### src/design/apb_split_pkg.sv
package apb_split_pkg;

    // Bus widths shared by the splitter and its completers
    localparam int ADDR_W = 32;
    localparam int DATA_W = 32;
    localparam int STRB_W = DATA_W / 8;
    localparam int PROT_W = 3;

    // One APB address word
    typedef logic [ADDR_W-1:0] addr_t;

    // Read or write data word
    typedef logic [DATA_W-1:0] data_t;

    // Byte lane strobes, one per data byte
    typedef logic [STRB_W-1:0] strb_t;

    // PPROT encoding: privileged, non-secure, instruction
    typedef logic [PROT_W-1:0] prot_t;

endpackage

### src/design/apb_addr_decode.sv
`timescale 1ns/1ns

module apb_addr_decode #(
    parameter int                   N_SLAVES    = 8,
    parameter int                   WINDOW_BITS = 12,
    parameter apb_split_pkg::addr_t BASE_ADDR   = 32'hFEC00000
) (
    input  apb_split_pkg::addr_t m_paddr,
    output logic                 in_range,
    output logic [N_SLAVES-1:0]  sel_onehot
);

    localparam int IDX_W = (N_SLAVES > 1) ? $clog2(N_SLAVES) : 1;

    // One extra bit so a map ending at the top of the space still compares
    localparam logic [apb_split_pkg::ADDR_W:0] MAP_SIZE =
        (apb_split_pkg::ADDR_W + 1)'(N_SLAVES) << WINDOW_BITS;
    localparam logic [apb_split_pkg::ADDR_W:0] END_ADDR = {1'b0, BASE_ADDR} + MAP_SIZE;

    apb_split_pkg::addr_t offset;
    logic [IDX_W-1:0]     idx;

    assign offset = m_paddr - BASE_ADDR;

    // Window number sits just above the in-window byte offset
    assign idx = offset[WINDOW_BITS +: IDX_W];

    assign in_range = (m_paddr >= BASE_ADDR) && ({1'b0, m_paddr} < END_ADDR);

    always_comb begin
        for (int i = 0; i < N_SLAVES; i++) begin
            sel_onehot[i] = in_range && (idx == IDX_W'(i));
        end
    end

endmodule

### src/design/apb_split_ctrl.sv
`timescale 1ns/1ns

module apb_split_ctrl (
    input  logic pclk,
    input  logic presetn,
    input  logic m_psel,
    input  logic m_penable,
    input  logic in_range,
    input  logic sel_ready,
    output logic capture,
    output logic bus_active,
    output logic access_phase,
    output logic take_rsp,
    output logic err_local,
    output logic m_pready
);

    typedef enum logic [1:0] {
        IDLE,
        SETUP,
        ACCESS,
        RESP
    } split_state_t;

    split_state_t state;
    split_state_t state_next;
    logic         setup_seen;

    // Upstream setup phase is PSEL without PENABLE
    assign setup_seen = m_psel && !m_penable;

    always_ff @(posedge pclk or negedge presetn) begin
        if (!presetn) begin
            state <= IDLE;
        end else begin
            state <= state_next;
        end
    end

    always_comb begin
        state_next = state;
        case (state)
            IDLE: begin
                if (setup_seen) begin
                    // Out of range skips the downstream bus entirely
                    if (in_range) begin
                        state_next = SETUP;
                    end else begin
                        state_next = RESP;
                    end
                end
            end
            SETUP: begin
                state_next = ACCESS;
            end
            ACCESS: begin
                // Completer wait states hold here
                if (sel_ready) begin
                    state_next = RESP;
                end
            end
            RESP: begin
                state_next = IDLE;
            end
            default: begin
                state_next = IDLE;
            end
        endcase
    end

    // Pulses taken by the request and response registers
    assign capture  = (state == IDLE) && setup_seen;
    assign err_local = capture && !in_range;
    assign take_rsp = (state == ACCESS) && sel_ready;

    // Downstream phase levels
    assign bus_active   = (state == SETUP) || (state == ACCESS);
    assign access_phase = (state == ACCESS);

    // Upstream completion, one cycle per transfer
    assign m_pready = (state == RESP);

    // A completion never stretches into a second cycle
    assert property (@(posedge pclk) disable iff (!presetn)
        m_pready |=> !m_pready);

    // The requester must still be in its access phase when we complete
    assert property (@(posedge pclk) disable iff (!presetn)
        m_pready |-> (m_psel && m_penable));

endmodule

### src/design/apb_req_reg.sv
`timescale 1ns/1ns

module apb_req_reg #(
    parameter int N_SLAVES = 8
) (
    input  logic                 pclk,
    input  logic                 presetn,
    input  logic                 capture,
    input  logic                 bus_active,
    input  logic                 access_phase,
    input  logic [N_SLAVES-1:0]  sel_onehot,
    input  apb_split_pkg::addr_t m_paddr,
    input  logic                 m_pwrite,
    input  apb_split_pkg::data_t m_pwdata,
    input  apb_split_pkg::strb_t m_pstrb,
    input  apb_split_pkg::prot_t m_pprot,
    output logic [N_SLAVES-1:0]  s_psel,
    output logic                 s_penable,
    output apb_split_pkg::addr_t s_paddr,
    output logic                 s_pwrite,
    output apb_split_pkg::data_t s_pwdata,
    output apb_split_pkg::strb_t s_pstrb,
    output apb_split_pkg::prot_t s_pprot,
    output logic [N_SLAVES-1:0]  sel_hold
);

    // Broadcast fields, held from capture to the next capture
    always_ff @(posedge pclk) begin
        if (capture) begin
            s_paddr  <= m_paddr;
            s_pwrite <= m_pwrite;
            s_pwdata <= m_pwdata;
            s_pstrb  <= m_pstrb;
            s_pprot  <= m_pprot;
        end
    end

    always_ff @(posedge pclk or negedge presetn) begin
        if (!presetn) begin
            sel_hold <= '0;
        end else if (capture) begin
            sel_hold <= sel_onehot;
        end
    end

    // Only the decoded completer sees PSEL, and only during setup and access
    assign s_psel    = sel_hold & {N_SLAVES{bus_active}};
    assign s_penable = access_phase;

    assert property (@(posedge pclk) disable iff (!presetn)
        $onehot0(s_psel));

    assert property (@(posedge pclk) disable iff (!presetn)
        s_penable |-> $stable(s_paddr));

    // no access phase without a selected completer
    assert property (@(posedge pclk) disable iff (!presetn)
        s_penable |-> (|s_psel));

endmodule

### src/design/apb_rsp_mux.sv
`timescale 1ns/1ns

module apb_rsp_mux #(
    parameter int N_SLAVES = 8
) (
    input  logic                 pclk,
    input  logic                 presetn,
    input  logic [N_SLAVES-1:0]  sel_hold,
    input  apb_split_pkg::data_t s_prdata [N_SLAVES],
    input  logic [N_SLAVES-1:0]  s_pslverr,
    input  logic [N_SLAVES-1:0]  s_pready,
    input  logic                 take_rsp,
    input  logic                 err_local,
    output logic                 sel_ready,
    output apb_split_pkg::data_t m_prdata,
    output logic                 m_pslverr
);

    apb_split_pkg::data_t sel_rdata;
    logic                 sel_err;

    // AND-OR select, sel_hold is one-hot
    always_comb begin
        sel_rdata = '0;
        for (int i = 0; i < N_SLAVES; i++) begin
            if (sel_hold[i]) begin
                sel_rdata = sel_rdata | s_prdata[i];
            end
        end
    end

    assign sel_ready = |(sel_hold & s_pready);
    assign sel_err   = |(sel_hold & s_pslverr);

    always_ff @(posedge pclk) begin
        if (take_rsp) begin
            m_prdata <= sel_rdata;
        end else if (err_local) begin
            m_prdata <= '0;
        end
    end

    always_ff @(posedge pclk or negedge presetn) begin
        if (!presetn) begin
            m_pslverr <= 1'b0;
        end else if (take_rsp) begin
            m_pslverr <= sel_err;
        end else if (err_local) begin
            m_pslverr <= 1'b1;
        end
    end

    // A completer response is only taken from a single held completer
    assert property (@(posedge pclk) disable iff (!presetn)
        take_rsp |-> $onehot(sel_hold));

endmodule

### src/design/apb_split_top.sv
`timescale 1ns/1ns

module apb_split_top #(
    parameter int                   N_SLAVES    = 8,
    parameter int                   WINDOW_BITS = 12,
    parameter apb_split_pkg::addr_t BASE_ADDR   = 32'hFEC00000
) (
    input  logic                 pclk,
    input  logic                 presetn,

    // Upstream requester
    input  logic                 m_psel,
    input  logic                 m_penable,
    input  apb_split_pkg::addr_t m_paddr,
    input  logic                 m_pwrite,
    input  apb_split_pkg::data_t m_pwdata,
    input  apb_split_pkg::strb_t m_pstrb,
    input  apb_split_pkg::prot_t m_pprot,
    output apb_split_pkg::data_t m_prdata,
    output logic                 m_pslverr,
    output logic                 m_pready,

    // Downstream completers, shared bus with one PSEL each
    output logic [N_SLAVES-1:0]  s_psel,
    output logic                 s_penable,
    output apb_split_pkg::addr_t s_paddr,
    output logic                 s_pwrite,
    output apb_split_pkg::data_t s_pwdata,
    output apb_split_pkg::strb_t s_pstrb,
    output apb_split_pkg::prot_t s_pprot,
    input  apb_split_pkg::data_t s_prdata [N_SLAVES],
    input  logic [N_SLAVES-1:0]  s_pslverr,
    input  logic [N_SLAVES-1:0]  s_pready
);

    logic                capture;
    logic                bus_active;
    logic                access_phase;
    logic                take_rsp;
    logic                err_local;
    logic                in_range;
    logic                sel_ready;
    logic [N_SLAVES-1:0] sel_onehot;
    logic [N_SLAVES-1:0] sel_hold;

    apb_addr_decode #(
        .N_SLAVES    (N_SLAVES),
        .WINDOW_BITS (WINDOW_BITS),
        .BASE_ADDR   (BASE_ADDR)
    ) u_decode (
        .m_paddr    (m_paddr),
        .in_range   (in_range),
        .sel_onehot (sel_onehot)
    );

    apb_split_ctrl u_ctrl (
        .pclk         (pclk),
        .presetn      (presetn),
        .m_psel       (m_psel),
        .m_penable    (m_penable),
        .in_range     (in_range),
        .sel_ready    (sel_ready),
        .capture      (capture),
        .bus_active   (bus_active),
        .access_phase (access_phase),
        .take_rsp     (take_rsp),
        .err_local    (err_local),
        .m_pready     (m_pready)
    );

    apb_req_reg #(
        .N_SLAVES (N_SLAVES)
    ) u_req_reg (
        .pclk         (pclk),
        .presetn      (presetn),
        .capture      (capture),
        .bus_active   (bus_active),
        .access_phase (access_phase),
        .sel_onehot   (sel_onehot),
        .m_paddr      (m_paddr),
        .m_pwrite     (m_pwrite),
        .m_pwdata     (m_pwdata),
        .m_pstrb      (m_pstrb),
        .m_pprot      (m_pprot),
        .s_psel       (s_psel),
        .s_penable    (s_penable),
        .s_paddr      (s_paddr),
        .s_pwrite     (s_pwrite),
        .s_pwdata     (s_pwdata),
        .s_pstrb      (s_pstrb),
        .s_pprot      (s_pprot),
        .sel_hold     (sel_hold)
    );

    apb_rsp_mux #(
        .N_SLAVES (N_SLAVES)
    ) u_rsp_mux (
        .pclk      (pclk),
        .presetn   (presetn),
        .sel_hold  (sel_hold),
        .s_prdata  (s_prdata),
        .s_pslverr (s_pslverr),
        .s_pready  (s_pready),
        .take_rsp  (take_rsp),
        .err_local (err_local),
        .sel_ready (sel_ready),
        .m_prdata  (m_prdata),
        .m_pslverr (m_pslverr)
    );

endmodule

### config.mk
export PLATFORM = sky130hd
export DESIGN_NAME = apb_split_top
export DESIGN_NICKNAME = d
export VERILOG_FILES = /design/src/design/apb_split_pkg.sv /design/src/design/apb_addr_decode.sv /design/src/design/apb_split_ctrl.sv /design/src/design/apb_req_reg.sv /design/src/design/apb_rsp_mux.sv /design/src/design/apb_split_top.sv
export SDC_FILE = /design/constraint.sdc
export NUM_CORES = 1
export LEC_CHECK = 0
export BUFFER_PORTS_ARGS = -buffer_cell sky130_fd_sc_hd__buf_2
export CAP_MARGIN = 10
export CORE_AREA = 2 2 182 184
export DETAILED_ROUTE_END_ITERATION = 8
export DIE_AREA = 0 0 184 186
export GPL_ROUTABILITY_DRIVEN = 0
export GPL_TIMING_DRIVEN = 0
export SKIP_CTS_REPAIR_TIMING = 1
export SLEW_MARGIN = 20
export SYNTH_ARGS = -nofsm -noshare
export SYNTH_HDL_FRONTEND = slang
export SYNTH_HIERARCHICAL = 1
export SYNTH_SLANG_ARGS = --single-unit
### constraint.sdc
create_clock -name pclk -period 4.8 [get_ports pclk]
set_clock_uncertainty 0.15 [all_clocks]
set_input_delay 0.48 -clock pclk [delete_from_list [all_inputs] [get_ports pclk]]
set_output_delay 0.48 -clock pclk [all_outputs]
set_load 0.01 [all_outputs]
=== After elaboration in Yosys (flattened, before gate mapping) ===
Index checks and enable logic that the tools add are counted.

* Bits in registers: 115
* Output and inout port bits: 115
* Logic and storage cells: 72

* $add $sub $neg: 1
* Order comparisons: 2
* Equal/unequal tests: 12
* Mux-type cells: 16
* Bitwise operators: 10
* Reduce and logical (&&, ||, !) cells: 22

{| class="wikitable"
|+ Operator list
! operator !! number
|-
| $mux 32 || 10
|-
| $or 32x32->32 || 7
|-
| $ge 32x32->1 const B || 1
|-
| $lt 32x32->1 const B || 1
|-
| $and 8x8->8 || 3
|-
| $reduce_or 8->1 || 2
|-
| $sub 15x1->15 const B || 1
|-
| $logic_and 1x1->1 || 13
|-
| $eq 3x3->1 const B || 4
|-
| $pmux 2 s4 || 1
|-
| $eq 3x2->1 const B || 2
|-
| $mux 2 || 3
|-
| $eq 2x2->1 const B || 2
|-
| $ne 2x1->1 const B || 2
|-
| $eq 3x1->1 const B || 1
|-
| $logic_not 3->1 || 1
|-
| $eq 2x1->1 const B || 1
|-
| $logic_not 1->1 || 2
|-
| $logic_not 2->1 || 1
|-
| $mux 1 || 2
|-
| $reduce_and 2->1 || 1
|-
| $reduce_bool 2->1 || 1
|-
| $logic_or 1x1->1 || 1
|}

=== Longest topological paths before layout ===
* Depth in word-level cells: 16
* Mapped depth: 8
* Gate-level depth less buffers: 7

=== Hierarchy ===
Netlist, hierarchy kept.

{| class="wikitable"
|+ By module, submodules not included
! module !! times used !! cells an instance !! area an instance (µm²)
|-
| apb_rsp_mux || 1 || 241 || 2596.2
|-
| apb_req_reg || 1 || 98 || 2551.2
|-
| apb_split_ctrl || 1 || 21 || 201.4
|-
| apb_addr_decode || 1 || 22 || 145.1
|}

=== Worst setup path before layout ===
Ideal clock, no wire load.

* Path type: register to register
* Start point: register u_ctrl.state[0]
* End point: register u_req_reg.sel_hold[0]
* Library setup time: 125 ps
* Data arrival time: 4486 ps
* Required time: 4525 ps
* Path slack: 39 ps
* Cell stages (with the launch flop): 7
* Buffers on the path: 1
* Period minus slack after synthesis: 4761 ps
* Cell sequence: dfrtp_1 inv_1 ha_1 inv_1 nor2_1 buf_6 mux2_4

* Word-level cells in the longest chain between the ends: 2

{| class="wikitable"
|+ RTL lines
! what !! RTL line !! source
|-
| start: declaration || apb_split_ctrl.sv:25 || <nowiki>split_state_t state;</nowiki>
|-
| start signal: assignment || apb_split_ctrl.sv:36 || <nowiki>state <= state_next;</nowiki>
|-
| $logic_not 2->1 || apb_split_ctrl.sv:72 || <nowiki>assign capture = (state == IDLE) && setup_seen;</nowiki>
|-
| $logic_and 1x1->1 || apb_split_ctrl.sv:72 ||
|-
| named net capture || apb_split_top.sv:36 || <nowiki>logic capture;</nowiki>
|-
| end signal: assignment || apb_req_reg.sv:42 || <nowiki>sel_hold <= sel_onehot;</nowiki>
|-
| end: declaration || apb_req_reg.sv:24 || <nowiki>output logic [N_SLAVES-1:0] sel_hold</nowiki>
|}

The timed path passes the listed nets, and every way through them passes these cells.
A chain may end at the register's enable or synchronous reset.

=== Worst setup path after layout ===
* Start point: register u_req_reg.sel_hold[5]
* End point: register u_rsp_mux.m_prdata[26], data pin

* Elaborated cells on any way between the ends: 9
* Those cells by class: 4 x mux; 3 x bitwise; 2 x reduce/logical

{| class="wikitable"
|+ RTL lines
! what !! RTL line !! source
|-
| $and 8x8->8 || apb_rsp_mux.sv:32 || <nowiki>assign sel_ready = |(sel_hold & s_pready);</nowiki>
|-
| $reduce_or 8->1 || apb_rsp_mux.sv:32 ||
|-
| named net sel_ready || apb_split_top.sv:42 || <nowiki>logic sel_ready;</nowiki>
|-
| $logic_and 1x1->1 || apb_split_ctrl.sv:74 || <nowiki>assign take_rsp = (state == ACCESS) && sel_ready;</nowiki>
|-
| named net take_rsp || apb_split_top.sv:39 || <nowiki>logic take_rsp;</nowiki>
|-
| $mux 32 || apb_rsp_mux.sv:36 || <nowiki>if (take_rsp) begin</nowiki>
|-
| end signal: assignment || apb_rsp_mux.sv:37 || <nowiki>m_prdata <= sel_rdata;</nowiki>
|-
| end: declaration || apb_rsp_mux.sv:15 || <nowiki>output apb_split_pkg::data_t m_prdata,</nowiki>
|}

The timed path passes the listed nets, and every way through them passes these cells.

==> results.py <==
metrics = {
    "run_status": {
        "status": "finished, final reports clean",
    },
    "sta": {
        "period_share_pct": 65.0,
        "period_needed_ns": 3.12,
        "hold_slack_ns": 0.0785,
        "setup_viol": 0,
        "fin_setup_tns_ns": 0,
        "hold_violations": 0,
        "tightest_slew_ns": 1.05,
        "max_freq_ghz": 0.320,
        "rsz0062_at_grt": "no",
        "relSlewSlack_pct": 30.1,
        "finalWorstSetupSlack_ns": 1.68,
        "maxSlewViolCount": 0,
    },
    "global_route": {
        "grt_use_total_pct": 17.0,
        "overflow": 0,
        "grt_pass1_wl_mm": 39.1,
        "grt_max_degree": 34,
        "grt_pass1_vias": 5602,
        "antenna_found_initial": 1,
    },
    "clocking": {
        "htreeDepth": 4,
        "ctsRootBufferMaster": "clkbuf_16",
        "ctsLongestPathBuffers": 2,
        "clock_latency_ns": 0.43,
        "numCtsBuffers": 17,
        "cts_num_sinks": 115,
        "cts_tree": "done",
        "cts.clk_slew.worst_paths_ns": 0.07,
    },
    "synth": {
        "ys_ff_latch": 115,
        "async_flop_share_pct": 9.57,
        "ys_warn_count": 6,
        "syn_inst": 382,
        "syn_avg_cell_area_um2": 14.4,
        "synth-edff-count": 104,
        "synth_top_area_cell": "edfxtp_1",
        "synthTopCellsByArea": "edfxtp_1 57%, a22oi_1 18%, a41oi_1 5.1%",
        "synth.net_count": 734,
        "synth_top_area_share_pct": 56.8,
        "synth-seq-area-share_pct": 61.9,
        "netlist_area_um2": 5490,
        "ys_types": 32,
        "synth_flop_cell": "edfxtp_1",
    },
    "floorplanning": {
        "num_rows": 66,
        "start_util_pct": 17.1,
        "io_pins": 463,
        "fp.dieW_um": 184,
        "core_area_um2": 32200,
        "dieHeight_um": 186,
        "die_area_um2": 34200,
    },
    "setup_path": {
        "cp.arrival_ns": 3.08,
        "cpPeakStageDelay_ns": 0.67,
        "endpoint_kind": "flop",
        "worstPathRequired_ns": 4.76,
        "r2r_cells": 8,
        "cp-start-kind": "flop",
        "worstPathCellList": "buf_4 > buf_2 > a22oi_1 > nand4_1 > and2_1 > inv_1 > clkbuf_1 > a41oi_1",
        "path_max_fanout": 10,
        "slowest_stage": "clkbuf_1",
        "worstSetupPathType": "reg2reg",
    },
    "power": {
        "powerDensity_nw_per_um2": 343,
        "p_total_w": 0.00311,
        "vdd_ir_drop_max_v": 0.000256,
        "cellLeakagePower_nw": 3.74,
    },
    "layout": {
        "fillers": 3369,
        "fin_cells": 1288,
        "regArea_um2": 3400,
        "syn2layout_area_growth_pct": 64.6,
        "multi_input_area_um2": 1780,
        "fin_nets": 1219,
        "layout-drive-gt1-share_pct": 62.0,
    },
    "drt": {
        "ant_nets": 0,
        "viasPerCell": 4.69,
        "drt_pass1_iterations": 5,
        "drc": 0,
        "wl_mm": 31.2,
        "drt_first_iter_violations": 559,
        "wire_per_inst_um": 24.3,
        "num_vias": 6035,
    },
    "placed_design": {
        "place_ws_ns": 1.31,
        "post-place-cells": 1255,
        "port_buffers": 462,
        "dp_hpwl_mm": 24.3,
    },
    "worst_hold_path": {
        "hold_path.class": "in2reg",
        "hold_path_depth": 1,
    },
    "run": {
        "drv_cap": 0,
    },
}
==> cells in the mapped netlist (2+ instances only) <==
master	count
nor4_1	7
nand4_1	3
mux2_4	8
clkbuf_1	3
edfxtp_1	104
nand2_1	3
buf_2	3
dfrtp_1	11
buf_6	10
a22oi_1	132
buf_4	22
nand2b_1	3
and2_1	9
nor2_1	5
mux2i_1	2
nor3_1	2
a41oi_1	32
inv_1	6
ha_1	4
==> layout make-up <==
type	count	share of cell area, %
sequential	115	37.6
timing repair buffer	466	26.4
multi-input combinational	223	19.6
tap	408	5.64
clock buffer	19	4.79
buffer	38	3.38
clock inverter	12	2.28
inverter	6	0.249
antenna	1	0.0277
==> layer usage <==
metal / up-vias / global-route usage [%] / wire (um)
met5: - / 0 / 0
met4: 0 / 7.14 / 877
met3: 51 / 5.07 / 2840
met2: 381 / 28.1 / 15200
met1: 2986 / 20.5 / 12400
li1: 2617 / - / -
==> worst max-delay path: cells and delay by family (launching register included) <==
family	cells	cell delay [ns]
AO/OA/AOI/OAI	2	0.41
buffers and inverters	4	1.28
flip-flops	1	0.41
AND/OR/NAND/NOR	2	0.51
==> cell usage in the layout (no fill, tap or decap), drive strengths merged, types with 4 or more instances in the layout <==
cell,netlist,routed
a22oi,132,132
a41oi,32,32
and2,9,9
buf,35,500
bufinv,0,5
clkbuf,3,22
clkinv,0,4
dfrtp,11,11
edfxtp,104,104
ha,4,4
inv,6,7
mux2,8,8
nand2b,4,4
nor2,5,5
nor4,7,7
==> registers in the layout (all words and copies together), names as in the netlist <==
register             cells
u_req_reg/s_pprot        3
u_req_reg/s_pwdata      32
u_req_reg/sel_hold       8
u_req_reg/s_pstrb        4
u_req_reg/s_pwrite       1
u_rsp_mux/m_pslverr      1
u_rsp_mux/m_prdata      32
u_req_reg/s_paddr       32
u_ctrl/state             2
==> through the flow <==
step | utilization, % | instance area, um^2
5_1_grt | 28.1 | 9040
2_1_floorplan | - | 5490
3_5_place_dp | 26.1 | 8390
4_1_cts | 28.0 | 9030
6_report | 28.1 | 9040
3_3_place_gp | 25.8 | 8320
==> kinds of logic after synthesis <==
group,count (synthesis),synth area share [%]
compound gates,171,24.4
fa+ha+maj,4,0.911
buf+inv,44,5.94
flops,115,61.9
mux,10,2.55
simple gates,38,4.35
==> where the power goes <==
group          internal (W)  leakage, nW  switching, W
combinational      0.000220         2.33      0.000241
sequential          0.00119         1.11     0.0000259
clock              0.000923        0.303      0.000510
total               0.00233         3.74      0.000777
==> path summary, 6_finish.rpt <==
kind / startpoint / end / slack (ns)
min: m_pwrite / u_req_reg/s_pwrite / 0.08
max reg2reg: u_req_reg/sel_hold[5] / u_rsp_mux/m_prdata[26] / 1.68
max: u_req_reg/sel_hold[5] / u_rsp_mux/m_prdata[26] / 1.68
min in group asynchronous: presetn / u_req_reg/sel_hold[6] / 0.30
min reg2reg: u_req_reg/sel_hold[2] / u_req_reg/sel_hold[2] / 0.40
max in group asynchronous: presetn / u_req_reg/sel_hold[4] / 3.98
(Power assumes the default switching activity.)
